**src/hdl/lstm_state_pkg.sv**
```systemverilog
package lstm_state_pkg;

  //////////////////////////////////////////////////
  // Widths
  //////////////////////////////////////////////////

  // One element of i, f, a or s
  localparam int ELEM_W = 16;

  // Longest vector held in the state memory
  localparam int MAX_LEN = 16;
  localparam int IDX_W = 4;

  // Element value, also used for the modulus
  typedef logic [ELEM_W-1:0] elem_t;

  // Full width product before reduction
  typedef logic [2*ELEM_W-1:0] prod_t;

  // Element position inside a pass
  typedef logic [IDX_W-1:0] index_t;

  // Vector length, 1..MAX_LEN
  typedef logic [IDX_W:0] len_t;

  //////////////////////////////////////////////////
  // Pipeline beats
  //////////////////////////////////////////////////

  // Raw gate values from the input stream
  typedef struct packed {
    elem_t i;
    elem_t f;
    elem_t a;
  } gate_beat_t;

  // Gate values tagged with position and end of pass
  typedef struct packed {
    elem_t  i;
    elem_t  f;
    elem_t  a;
    index_t idx;
    logic   last;
  } seq_beat_t;

  // Both products, already reduced
  typedef struct packed {
    elem_t  fs;
    elem_t  ia;
    index_t idx;
    logic   last;
  } prod_beat_t;

  // New cell state for the output stream
  typedef struct packed {
    elem_t  s;
    index_t idx;
    logic   last;
  } state_beat_t;

endpackage

```
**src/hdl/lstm_apb_pkg.sv**
```systemverilog
package lstm_apb_pkg;

  //////////////////////////////////////////////////
  // Bus types
  //////////////////////////////////////////////////

  typedef logic [7:0]  apb_addr_t;
  typedef logic [31:0] apb_data_t;

  // Master to slave
  typedef struct packed {
    logic      psel;
    logic      penable;
    logic      pwrite;
    apb_addr_t paddr;
    apb_data_t pwdata;
  } apb_req_t;

  // Slave to master
  typedef struct packed {
    apb_data_t prdata;
    logic      pready;
    logic      pslverr;
  } apb_rsp_t;

  //////////////////////////////////////////////////
  // Register map
  //////////////////////////////////////////////////

  localparam apb_addr_t REG_MODULUS    = 8'h00;
  localparam apb_addr_t REG_LENGTH     = 8'h04;
  // Write-only, any write zeroes the state memory
  localparam apb_addr_t REG_CLEAR      = 8'h08;
  // Read-only
  localparam apb_addr_t REG_STATUS     = 8'h0C;
  localparam apb_addr_t REG_PASS_COUNT = 8'h10;

  // Busy flag position in STATUS
  localparam int STATUS_BUSY_BIT = 0;

  // Values after reset
  localparam int unsigned MODULUS_RESET = 65521;
  localparam int unsigned LENGTH_RESET  = 8;

endpackage

```
**src/hdl/lstm_state_regs.sv**
```systemverilog
module lstm_state_regs (
  input  logic                    CLK,
  input  logic                    RST,
  input  lstm_apb_pkg::apb_req_t  apb_req,
  output lstm_apb_pkg::apb_rsp_t  apb_rsp,
  input  logic                    busy,
  input  logic                    pass_done,
  output lstm_state_pkg::elem_t   modulus,
  output lstm_state_pkg::len_t    length,
  output logic                    clear
);

  import lstm_state_pkg::*;
  import lstm_apb_pkg::*;

  //////////////////////////////////////////////////
  // Access decode
  //////////////////////////////////////////////////

  logic      access;
  logic      wr;
  logic      err;
  apb_data_t rdata;
  apb_data_t pass_count;

  // Zero-wait slave, so every access phase completes
  assign access = apb_req.psel && apb_req.penable;
  assign wr     = access && apb_req.pwrite;

  always_comb begin
    err   = 1'b0;
    rdata = '0;
    case (apb_req.paddr)
      REG_MODULUS: begin
        rdata = apb_data_t'(modulus);
        // 0 and 1 are no usable modulus
        if (apb_req.pwrite) begin
          err = busy || (apb_req.pwdata < 2) || (apb_req.pwdata > 32'h0000_FFFF);
        end
      end
      REG_LENGTH: begin
        rdata = apb_data_t'(length);
        if (apb_req.pwrite) begin
          err = busy || (apb_req.pwdata == '0) ||
                (apb_req.pwdata > apb_data_t'(MAX_LEN));
        end
      end
      REG_CLEAR: begin
        // Reads back as zero
        err = apb_req.pwrite && busy;
      end
      REG_STATUS: begin
        rdata[STATUS_BUSY_BIT] = busy;
        err = apb_req.pwrite;
      end
      REG_PASS_COUNT: begin
        rdata = pass_count;
        err = apb_req.pwrite;
      end
      default: begin
        err = 1'b1;
      end
    endcase
  end

  assign apb_rsp.prdata  = access ? rdata : '0;
  assign apb_rsp.pready  = 1'b1;
  assign apb_rsp.pslverr = access && err;

  // Single cycle pulse, only ever while idle
  assign clear = wr && !err && (apb_req.paddr == REG_CLEAR);

  //////////////////////////////////////////////////
  // Registers
  //////////////////////////////////////////////////

  always_ff @(posedge CLK or posedge RST) begin
    if (RST) begin
      modulus    <= elem_t'(MODULUS_RESET);
      length     <= len_t'(LENGTH_RESET);
      pass_count <= '0;
    end else begin
      if (wr && !err && (apb_req.paddr == REG_MODULUS)) begin
        modulus <= elem_t'(apb_req.pwdata);
      end
      if (wr && !err && (apb_req.paddr == REG_LENGTH)) begin
        length <= len_t'(apb_req.pwdata);
      end
      // Clear wins over a completing pass
      if (clear) begin
        pass_count <= '0;
      end else if (pass_done) begin
        pass_count <= pass_count + 1'b1;
      end
    end
  end

  // State memory must never be wiped under a running pass
  assert property (@(posedge CLK) disable iff (RST) !(clear && busy));

endmodule

```
**src/hdl/lstm_gate_sequencer.sv**
```systemverilog
module lstm_gate_sequencer (
  input  logic                        CLK,
  input  logic                        RST,
  input  lstm_state_pkg::gate_beat_t  in_beat,
  input  logic                        in_valid,
  output logic                        in_ready,
  input  lstm_state_pkg::len_t        length,
  input  logic                        advance,
  input  logic                        drained,
  output lstm_state_pkg::seq_beat_t   seq_beat,
  output logic                        seq_valid,
  output logic                        busy,
  output logic                        pass_done
);

  import lstm_state_pkg::*;

  //////////////////////////////////////////////////
  // Pass control
  //////////////////////////////////////////////////

  typedef enum logic [1:0] {
    IDLE,
    STREAM,
    DRAIN
  } seq_state_t;

  seq_state_t state;
  index_t     idx;
  logic       accept;
  logic       last_in;

  // Input stalls with the pipe, and while the last beat drains
  assign in_ready = advance && (state != DRAIN);
  assign accept   = in_valid && in_ready;

  // Final element of the configured vector
  assign last_in = ({1'b0, idx} == (length - 1'b1));

  assign busy      = (state != IDLE);
  assign pass_done = (state == DRAIN) && drained;

  always_ff @(posedge CLK or posedge RST) begin
    if (RST) begin
      state     <= IDLE;
      idx       <= '0;
      seq_valid <= 1'b0;
    end else begin
      // Stage register follows the shared advance
      if (advance) begin
        seq_valid <= accept;
      end
      case (state)
        IDLE, STREAM: begin
          if (accept) begin
            if (last_in) begin
              state <= DRAIN;
              idx   <= '0;
            end else begin
              state <= STREAM;
              idx   <= idx + 1'b1;
            end
          end
        end
        DRAIN: begin
          // Last beat now sits in the output register
          if (drained) begin
            state <= IDLE;
          end
        end
        default: begin
          state <= IDLE;
        end
      endcase
    end
  end

  //////////////////////////////////////////////////
  // Beat register
  //////////////////////////////////////////////////

  always_ff @(posedge CLK) begin
    if (accept) begin
      seq_beat <= '{i: in_beat.i, f: in_beat.f, a: in_beat.a, idx: idx, last: last_in};
    end
  end

  // Index stays inside the vector configured for this pass
  assert property (@(posedge CLK) disable iff (RST)
    seq_valid |-> ({1'b0, seq_beat.idx} < length));

endmodule

```
**src/hdl/lstm_state_memory.sv**
```systemverilog
module lstm_state_memory (
  input  logic                    CLK,
  input  logic                    RST,
  input  logic                    clear,
  input  lstm_state_pkg::index_t  rd_idx,
  output lstm_state_pkg::elem_t   rd_state,
  input  logic                    wr_en,
  input  lstm_state_pkg::index_t  wr_idx,
  input  lstm_state_pkg::elem_t   wr_state
);

  import lstm_state_pkg::*;

  //////////////////////////////////////////////////
  // State array
  //////////////////////////////////////////////////

  // s(t-1;l) for every element l
  elem_t mem [MAX_LEN];

  // Combinational read for the product stage
  assign rd_state = mem[rd_idx];

  always_ff @(posedge CLK or posedge RST) begin
    if (RST) begin
      // s(t=0;l) = 0
      for (int l = 0; l < MAX_LEN; l++) begin
        mem[l] <= '0;
      end
    end else if (clear) begin
      // Whole vector in one cycle
      for (int l = 0; l < MAX_LEN; l++) begin
        mem[l] <= '0;
      end
    end else if (wr_en) begin
      // Write-back from the sum stage
      mem[wr_idx] <= wr_state;
    end
  end

endmodule

```
**src/hdl/lstm_gate_product_stage.sv**
```systemverilog
module lstm_gate_product_stage (
  input  logic                        CLK,
  input  logic                        RST,
  input  logic                        advance,
  input  lstm_state_pkg::elem_t       modulus,
  input  lstm_state_pkg::seq_beat_t   seq_beat,
  input  logic                        seq_valid,
  output lstm_state_pkg::index_t      rd_idx,
  input  lstm_state_pkg::elem_t       rd_state,
  output lstm_state_pkg::prod_beat_t  prod_beat,
  output logic                        prod_valid
);

  import lstm_state_pkg::*;

  //////////////////////////////////////////////////
  // Modular products
  //////////////////////////////////////////////////

  // x*y mod m over the full 32 bit product
  function automatic elem_t mod_mul(elem_t x, elem_t y, elem_t m);
    prod_t p;
    p = prod_t'(x) * prod_t'(y);
    return elem_t'(p % prod_t'(m));
  endfunction

  elem_t fs;
  elem_t ia;

  // Previous state of the element in flight
  assign rd_idx = seq_beat.idx;

  // Forget path, f(t;l)*s(t-1;l)
  assign fs = mod_mul(seq_beat.f, rd_state, modulus);
  // Input path, i(t;l)*a(t;l)
  assign ia = mod_mul(seq_beat.i, seq_beat.a, modulus);

  //////////////////////////////////////////////////
  // Stage register
  //////////////////////////////////////////////////

  always_ff @(posedge CLK or posedge RST) begin
    if (RST) begin
      prod_valid <= 1'b0;
    end else if (advance) begin
      prod_valid <= seq_valid;
    end
  end

  always_ff @(posedge CLK) begin
    if (advance && seq_valid) begin
      prod_beat <= '{fs: fs, ia: ia, idx: seq_beat.idx, last: seq_beat.last};
    end
  end

endmodule

```
**src/hdl/lstm_state_sum_stage.sv**
```systemverilog
module lstm_state_sum_stage (
  input  logic                         CLK,
  input  logic                         RST,
  input  lstm_state_pkg::elem_t        modulus,
  input  lstm_state_pkg::prod_beat_t   prod_beat,
  input  logic                         prod_valid,
  output lstm_state_pkg::state_beat_t  out_beat,
  output logic                         out_valid,
  input  logic                         out_ready,
  output logic                         advance,
  output logic                         wr_en,
  output lstm_state_pkg::index_t       wr_idx,
  output lstm_state_pkg::elem_t        wr_state,
  output logic                         drained
);

  import lstm_state_pkg::*;

  //////////////////////////////////////////////////
  // Modular sum
  //////////////////////////////////////////////////

  // One spare bit, both operands are below the modulus
  logic [ELEM_W:0] sum;
  elem_t           s_next;
  logic            load;

  assign sum    = {1'b0, prod_beat.fs} + {1'b0, prod_beat.ia};
  // At most one subtraction needed
  assign s_next = (sum >= {1'b0, modulus}) ? elem_t'(sum - {1'b0, modulus}) : sum[ELEM_W-1:0];

  // Whole pipe stalls only on a full, blocked output
  assign advance = !(out_valid && !out_ready);
  assign load    = advance && prod_valid;

  // Write-back on the same edge as the output load
  assign wr_en    = load;
  assign wr_idx   = prod_beat.idx;
  assign wr_state = s_next;
  assign drained  = load && prod_beat.last;

  //////////////////////////////////////////////////
  // Output register
  //////////////////////////////////////////////////

  always_ff @(posedge CLK or posedge RST) begin
    if (RST) begin
      out_valid <= 1'b0;
    end else if (advance) begin
      out_valid <= prod_valid;
    end
  end

  always_ff @(posedge CLK) begin
    if (load) begin
      out_beat <= '{s: s_next, idx: prod_beat.idx, last: prod_beat.last};
    end
  end

  // Reduced result on the stream
  assert property (@(posedge CLK) disable iff (RST)
    out_valid |-> (out_beat.s < modulus));

  // Beat held under back-pressure
  assert property (@(posedge CLK) disable iff (RST)
    (out_valid && !out_ready) |=> (out_valid && $stable(out_beat)));

endmodule

```
**src/hdl/lstm_state_gate_top.sv**
```systemverilog
module lstm_state_gate_top (
  input  logic                         CLK,
  input  logic                         RST,
  input  lstm_apb_pkg::apb_req_t       apb_req,
  output lstm_apb_pkg::apb_rsp_t       apb_rsp,
  input  lstm_state_pkg::gate_beat_t   in_beat,
  input  logic                         in_valid,
  output logic                         in_ready,
  output lstm_state_pkg::state_beat_t  out_beat,
  output logic                         out_valid,
  input  logic                         out_ready
);

  import lstm_state_pkg::*;

  //////////////////////////////////////////////////
  // Internal nets
  //////////////////////////////////////////////////

  // Configuration
  elem_t      modulus;
  len_t       length;
  logic       clear;
  logic       busy;
  logic       pass_done;

  // Pipeline
  logic       advance;
  seq_beat_t  seq_beat;
  logic       seq_valid;
  prod_beat_t prod_beat;
  logic       prod_valid;
  logic       drained;

  // State memory ports
  index_t     rd_idx;
  elem_t      rd_state;
  logic       wr_en;
  index_t     wr_idx;
  elem_t      wr_state;

  //////////////////////////////////////////////////
  // Control
  //////////////////////////////////////////////////

  lstm_state_regs u_regs (
    .CLK(CLK), .RST(RST),
    .apb_req(apb_req), .apb_rsp(apb_rsp),
    .busy(busy), .pass_done(pass_done),
    .modulus(modulus), .length(length), .clear(clear)
  );

  //////////////////////////////////////////////////
  // Data path
  //////////////////////////////////////////////////

  lstm_gate_sequencer u_seq (
    .CLK(CLK), .RST(RST),
    .in_beat(in_beat), .in_valid(in_valid), .in_ready(in_ready),
    .length(length), .advance(advance), .drained(drained),
    .seq_beat(seq_beat), .seq_valid(seq_valid),
    .busy(busy), .pass_done(pass_done)
  );

  lstm_state_memory u_mem (
    .CLK(CLK), .RST(RST), .clear(clear),
    .rd_idx(rd_idx), .rd_state(rd_state),
    .wr_en(wr_en), .wr_idx(wr_idx), .wr_state(wr_state)
  );

  lstm_gate_product_stage u_prod (
    .CLK(CLK), .RST(RST), .advance(advance), .modulus(modulus),
    .seq_beat(seq_beat), .seq_valid(seq_valid),
    .rd_idx(rd_idx), .rd_state(rd_state),
    .prod_beat(prod_beat), .prod_valid(prod_valid)
  );

  lstm_state_sum_stage u_sum (
    .CLK(CLK), .RST(RST), .modulus(modulus),
    .prod_beat(prod_beat), .prod_valid(prod_valid),
    .out_beat(out_beat), .out_valid(out_valid), .out_ready(out_ready),
    .advance(advance),
    .wr_en(wr_en), .wr_idx(wr_idx), .wr_state(wr_state),
    .drained(drained)
  );

endmodule

```
**config.mk**
```make
export PLATFORM = sky130hd
export DESIGN_NAME = lstm_state_gate_top
export DESIGN_NICKNAME = d
export VERILOG_FILES = /design/src/hdl/lstm_state_pkg.sv /design/src/hdl/lstm_apb_pkg.sv /design/src/hdl/lstm_state_regs.sv /design/src/hdl/lstm_gate_sequencer.sv /design/src/hdl/lstm_state_memory.sv /design/src/hdl/lstm_gate_product_stage.sv /design/src/hdl/lstm_state_sum_stage.sv /design/src/hdl/lstm_state_gate_top.sv
export SDC_FILE = /design/constraint.sdc
export NUM_CORES = 2
export LEC_CHECK = 0
export CAP_MARGIN = 0
export CORE_ASPECT_RATIO = 0.7
export CORE_MARGIN = 2
export CORE_UTILIZATION = 35
export CTS_CLUSTER_DIAMETER = 30
export DETAILED_ROUTE_END_ITERATION = 6
export DONT_BUFFER_PORTS = 1
export MAX_ROUTING_LAYER = met4
export PLACE_DENSITY = 0.58
export SYNTH_ARGS = -nofsm -noshare
export SYNTH_HDL_FRONTEND = slang
export SYNTH_SLANG_ARGS = --single-unit
```
**constraint.sdc**
```tcl
create_clock -name CLK -period 95.1 [get_ports CLK]
set_clock_uncertainty 0.2 [all_clocks]
set_input_delay 19.02 -clock CLK [delete_from_list [all_inputs] [get_ports CLK]]
set_output_delay 19.02 -clock CLK [all_outputs]
set_load 0.1 [all_outputs]
```
Yosys cells after proc, flatten, opt, wreduce, memory -nomap -nowiden

Cells that the tools add are included.

Bits in registers: 429
Latch bits: 0
RAM bits: 0
Bits in read-only memories: 0
Output and inout port bits: 57
Word-level logic and storage cells: 119
Memories: 0

Add/subtract/negate cells: 5
$mul: 2
Divide/modulo/power cells: 2
$lt $le $gt $ge: 7
Equality and inequality tests: 10
Shift operators: 0
Multiplexer cells: 22
Bitwise logic cells: 2
Reduce and logical (&&, ||, !) cells: 33

Operators by type and width:

| kind                    | count |
|---|---|
| $mux W256               | 2 |
| $bwmux W256             | 1 |
| $mux W32                | 3 |
| $pmux W31 S3            | 1 |
| $bmux W16 S4            | 1 |
| $demux W16 S4           | 1 |
| $mod A32 B16 Y32        | 2 |
| $mul A16 B16 Y32        | 2 |
| $mux W16                | 4 |
| $add A32 B1 Y32 const B | 1 |
| $gt A32 B16 Y1 const B  | 1 |
| $gt A32 B5 Y1 const B   | 1 |
| $logic_not A32 Y1       | 1 |
| $lt A32 B2 Y1 const B   | 1 |
| $add A16 B16 Y17        | 1 |
| $ge A17 B16 Y1          | 1 |
| $eq A8 B4 Y1 const B    | 2 |
| $logic_and A1 B1 Y1     | 16 |
| $sub A16 B16 Y16        | 1 |
| $ge A5 B5 Y1 const B    | 2 |
| $not A4 Y5              | 2 |
| $eq A8 B3 Y1 const B    | 1 |
| $eq A8 B5 Y1 const B    | 1 |
| $logic_not A8 Y1        | 1 |
| other kinds (19)        | 33 |

Longest topological paths before layout

Depth after elaboration: 9
Depth in mapped cells: 514
Gate-level depth less buffers: 473

By module

From an unflattened synthesis, not the netlist that was laid out.

Cells, all modules: 10,624
Area, all modules: 85,454.5 µm²

By module, submodules not included:

| module                  | instances | cells an instance | area an instance (µm²) |
|---|---|---|---|
| lstm_gate_product_stage | 1         | 8,593             | 64,754.6 |
| lstm_state_memory       | 1         | 1,348             | 12,979.9 |
| lstm_state_regs         | 1         | 306               | 3,119.2 |
| lstm_state_sum_stage    | 1         | 269               | 2,527.4 |
| lstm_gate_sequencer     | 1         | 108               | 2,073.2 |

Worst setup path after synthesis

No wires, ideal clock.

Path kind: register to register
From: register, netlist name u_seq.seq_beat[1]
To: register, netlist name u_prod.prod_beat[28]
Data arrival time: 99.300 ns
Required time: 94.640 ns
Setup slack: -4.660 ns
Cell stages (with the launch flop): 496
Path buffers: 58
Cells stage by stage: edfxtp_1 clkbuf_1 buf_1 mux4_2 mux4_2 clkbuf_1 and2_1 fa_1 inv_1 fa_1 fa_1 inv_1 fa_1 fa_1 inv_1 fa_1 inv_1 ha_1 [460 not listed] o21bai_1 a21oi_1 o21bai_1 a21oi_1 o21bai_1 a21oi_1 o21bai_1 a21oi_1 o21bai_1 a21oi_1 o21ai_0 a21oi_1 o211ai_1 nor2_1 o221ai_1 a2111oi_4 buf_6 mux2_2

Longest elaborated chain between the ends: 6

RTL lines:

| element                                     | RTL line                      | RTL |
|---|---|---|
| $not A4 Y5 (implied by the code)            | lstm_state_memory.sv:22       | `assign rd_state = mem[rd_idx];` |
| $bmux W16 S4                                | lstm_state_memory.sv:22       |  |
| $mux W16 (implied by the code) (2 in a row) | lstm_state_memory.sv:22       |  |
| $mul A16 B16 Y32                            | lstm_gate_product_stage.sv:23 | `p = prod_t'(x) * prod_t'(y);` |
| $mod A32 B16 Y32                            | lstm_gate_product_stage.sv:24 | `return elem_t'(p % prod_t'(m));` |
| named net u_prod.fs[7]                      | lstm_gate_product_stage.sv:27 | `elem_t fs;` |

The timed path passes the listed nets, and every way through them passes these cells. The select of a mux whose other input is x is not followed.
A chain may end at the register's enable or synchronous reset.

Worst setup path in the final report

From: register, netlist name u_seq.seq_beat[1]
To: register, netlist name u_prod.prod_beat[32]

Longest elaborated chain between the ends: 6

RTL lines:

| element                                     | RTL line |
|---|---|
| $not A4 Y5 (implied by the code)            | lstm_state_memory.sv:22 |
| $bmux W16 S4                                | lstm_state_memory.sv:22 |
| $mux W16 (implied by the code) (2 in a row) | lstm_state_memory.sv:22 |
| $mul A16 B16 Y32                            | lstm_gate_product_stage.sv:23 |
| $mod A32 B16 Y32                            | lstm_gate_product_stage.sv:24 |
| named net u_prod.fs[11]                     | lstm_gate_product_stage.sv:27 |

The timed path passes the listed nets, and every way through them passes these cells. The select of a mux whose other input is x is not followed.

==> results.toml <==
[run_status]
outcome = "finished clean"

[die]
fp-row-count = 147
start_util_pct = 35.2
pin_count = 152
core_um2 = 230000
die_h_um = 406
die_area_um2 = 235000
die_w_um = 578

[global_route]
grt_overflow = 0
grt_start_max_net_pins = 106
grt_pass1_vias = 75900
antenna_found_initial = 19
grt_usage_pct = 25.9
grt_pass1_wl_um = 461000

[critical_path]
crit_family = "compound AO/OA/AOI/OAI gates"
cp-start-kind = "flip-flop"
max_stage_delay_ns = 0.63
rr_endpoint = "u_prod.prod_beat[32]$_DFFE_PP_"
ff2ff_path_depth = 451
critPathMostFrequentCell = "o21a_1"
worst_ep_arrival_time_ns = 91.57
slowest_stage = "mux4_2"
r2r_slack_ns = 3.71
crit_type = "reg2reg"
endpoint_kind = "flip-flop"
worstPathRequired_ns = 95.29
crit_fanout = 17
path_buf_inv = 34
r2r-start = "u_seq.seq_beat[1]$_DFFE_PP_"

[worst_hold_path]
min_to = "u_prod.prod_beat[0]$_DFFE_PP_"
min-delay-start = "u_seq.seq_beat[0]$_DFFE_PP_"
min_path_type = "reg2reg"
worstHoldPathCells = 0

[layout]
layout_commonest_cell = "nand2_1"
n_fill_cell = 23000
area.growth.synth_to_final_pct = 18.5
layout_common_cells = "nand2_1 (1185), ha_1 (966), buf_4 (790)"
drive_gt1_share_pct = 19.0
nets = 12200

[placement]
place_congestion = 1.00
place_ws_ns = -6.38
dp_hpwl_um = 242000
port_buffers = 0

[drt]
drt_iter0_markers = 7451
remaining_drc_errors = 0
ant_nets = 0
vias = 80600
drt-total-wl_um = 312000
wl_per_cell_um = 22.6
dr.pass1.iters = 6
routed_via_density = 5.85

[synth]
netlist_area_um2 = 80900
synth_seq_cells = 429
ys_async_sr_fraction_pct = 74.1
avgSynthCellArea_um2 = 8.03
ys_seq_area_share_pct = 14.0
synth-edff-count = 111
synth.distinct_cells = 131
synth_nets = 11600
syn_inst = 10100
ys_warn_count = 0
synth_ff_type = "dfrtp_1"

[clock_network]
cts_tree = "built"
cts_max_path_buffers = 3
clk_pin_slew_ns = 0.07
h-tree-depth = 2
clock_latency_ns = 0.70
root_buffer = "clkbuf_16"
cts_hold_buf = 0
cts_sinks = 429
numCtsBuffers = 58

[timing]
hold_viol = 0
period_minus_slack_ns = 91.39
max_freq_mhz = 10.9
slew_headroom_pct = 13.3
setup_viol = 0
drv_slew = 0
period_share_pct = 96.1
worst_slack_ns = 3.71
worstMarginPinSlew_ns = 1.29
setup_tns_ns = 0

[run]
drv_cap = 0
[final cells by class]
cell class	instances	area [um2]	area share, %
Antenna cell	8	20.0	0.0209
Clock buffer	61	1480	1.55
Clock inverter	48	546	0.569
Inverter	682	2580	2.69
Multi-Input combinational cell	8634	69000	72.0
Sequential cell	429	11300	11.8
Tap cell	3054	3820	3.99
Timing Repair Buffer	866	7050	7.35
[per-layer routing]
layer / global-route usage (%) / vias to the layer above / part of all wire (%)
met2: 36.8 / 3168 / 41
met3: 5.36 / 373 / 9.1
met5: - / - / 0
met1: 37.9 / 39500 / 48
met4: 4.40 / 0 / 2.1
li1: - / 37600 / -
[cell families (layout without fill, tap and decap cells)]
group           after synthesis  in the layout  synth area share, %
mux                         382            382                 6.36
flops                       429            429                 14.0
other cells                   1              9              0.00464
simple gates               3591           3594                 21.3
xor+xnor                    500            500                 5.42
buf+inv                    1017           1657                 4.83
compound gates             2731           2734                 22.4
fa+ha+maj                  1423           1423                 25.7
[sequential cells by signal, indices dropped and copies added (netlist names)]
name,flops
u_mem.mem,256
u_prod.prod_valid,1
u_seq.seq_valid,1
u_regs.modulus,16
u_regs.pass_count,32
u_seq.seq_beat,53
u_seq.idx,4
u_seq.state,2
u_regs.length,5
u_sum.out_valid,1
u_prod.prod_beat,37
u_sum.out_beat,21
[cells in the mapped netlist, types with 20 or more instances]
master,number,area (um2)
nand2_1,1201,4510
ha_1,1031,12900
nor2_1,749,2810
inv_1,681,2560
a21oi_1,591,2960
o21ai_0,590,2950
nor3_1,451,2260
o21a_1,417,3130
fa_1,392,7850
and2_1,308,1930
dfrtp_1,304,7610
xnor2_1,290,2540
clkbuf_1,267,1000
xor2_1,210,1840
a21o_1,208,1560
mux2_2,204,2300
o31ai_1,190,1430
nand3_1,173,866
edfxtp_1,111,3330
or2_2,103,644
nand4_1,95,594
nand2b_1,85,532
a31oi_1,81,507
mux4_2,80,1800
or3_1,80,500
nor2b_1,77,482
o211ai_1,75,563
mux2i_1,66,661
a211oi_1,65,488
and3_1,65,407
o21bai_1,60,450
nor4_1,46,288
buf_2,30,150
a22o_1,29,254
mux2_1,28,315
buf_1,27,101
o22ai_1,27,169
a21boi_0,26,195
a31o_2,23,201
and4_1,22,193
o21ai_1,22,110
or4_1,22,165
o2111ai_1,21,184
o31a_1,20,175
[what timing repair did]
item / 4_1_cts / 5_1_grt
gates cloned: 3 / 18
setup endpoints to repair: 26 / 32
resized for setup: 90 / 639
buffers inserted: 63 / 222
pin swaps: 22 / 215
[how the worst max path moves through the flow]
stage | startpoint | end | cells past startpoint
final | u_seq.seq_beat[1]$_DFFE_PP_ | u_prod.prod_beat[32]$_DFFE_PP_ | 451
after global routing | u_seq.seq_beat[41]$_DFFE_PP_ | u_prod.prod_beat[18]$_DFFE_PP_ | 474
after CTS | u_seq.seq_beat[41]$_DFFE_PP_ | u_prod.prod_beat[18]$_DFFE_PP_ | 461
after detailed placement | u_seq.seq_beat[1]$_DFFE_PP_ | u_prod.prod_beat[32]$_DFFE_PP_ | 447
after global placement | u_seq.seq_beat[1]$_DFFE_PP_ | u_prod.prod_beat[30]$_DFFE_PP_ | 448
after floorplan | u_seq.seq_beat[2]$_DFFE_PP_ | u_prod.prod_beat[28]$_DFFE_PP_ | 495
[metrics by stage]
stage                     hold WS [ns]  util, %  cells  cell area (um2)
after floorplan                  0.200        -  10100            81100
after global placement           0.211     38.3  13400            88000
after detailed placement         0.211     38.3  13400            88000
after CTS                        0.226     39.6  13500            91000
after global routing             0.240     41.7  13800            95800
final                            0.221     41.7  13800            95800
[worst reg2reg max path, delay by kind of cell, from the launching register on]
| family | cells | cell delay [ns] |
|---|---|---|
| compound gates | 268 | 50.17 |
| xor+xnor | 2 | 0.27 |
| fa+ha+maj | 39 | 12.71 |
| buf+inv | 34 | 4.77 |
| flops | 1 | 0.37 |
| mux | 13 | 4.33 |
| simple gates | 95 | 18.24 |
Power is left out: the tool's default activity adds up to more than one toggle a clock period on the data nets, which glitch-free logic cannot reach.
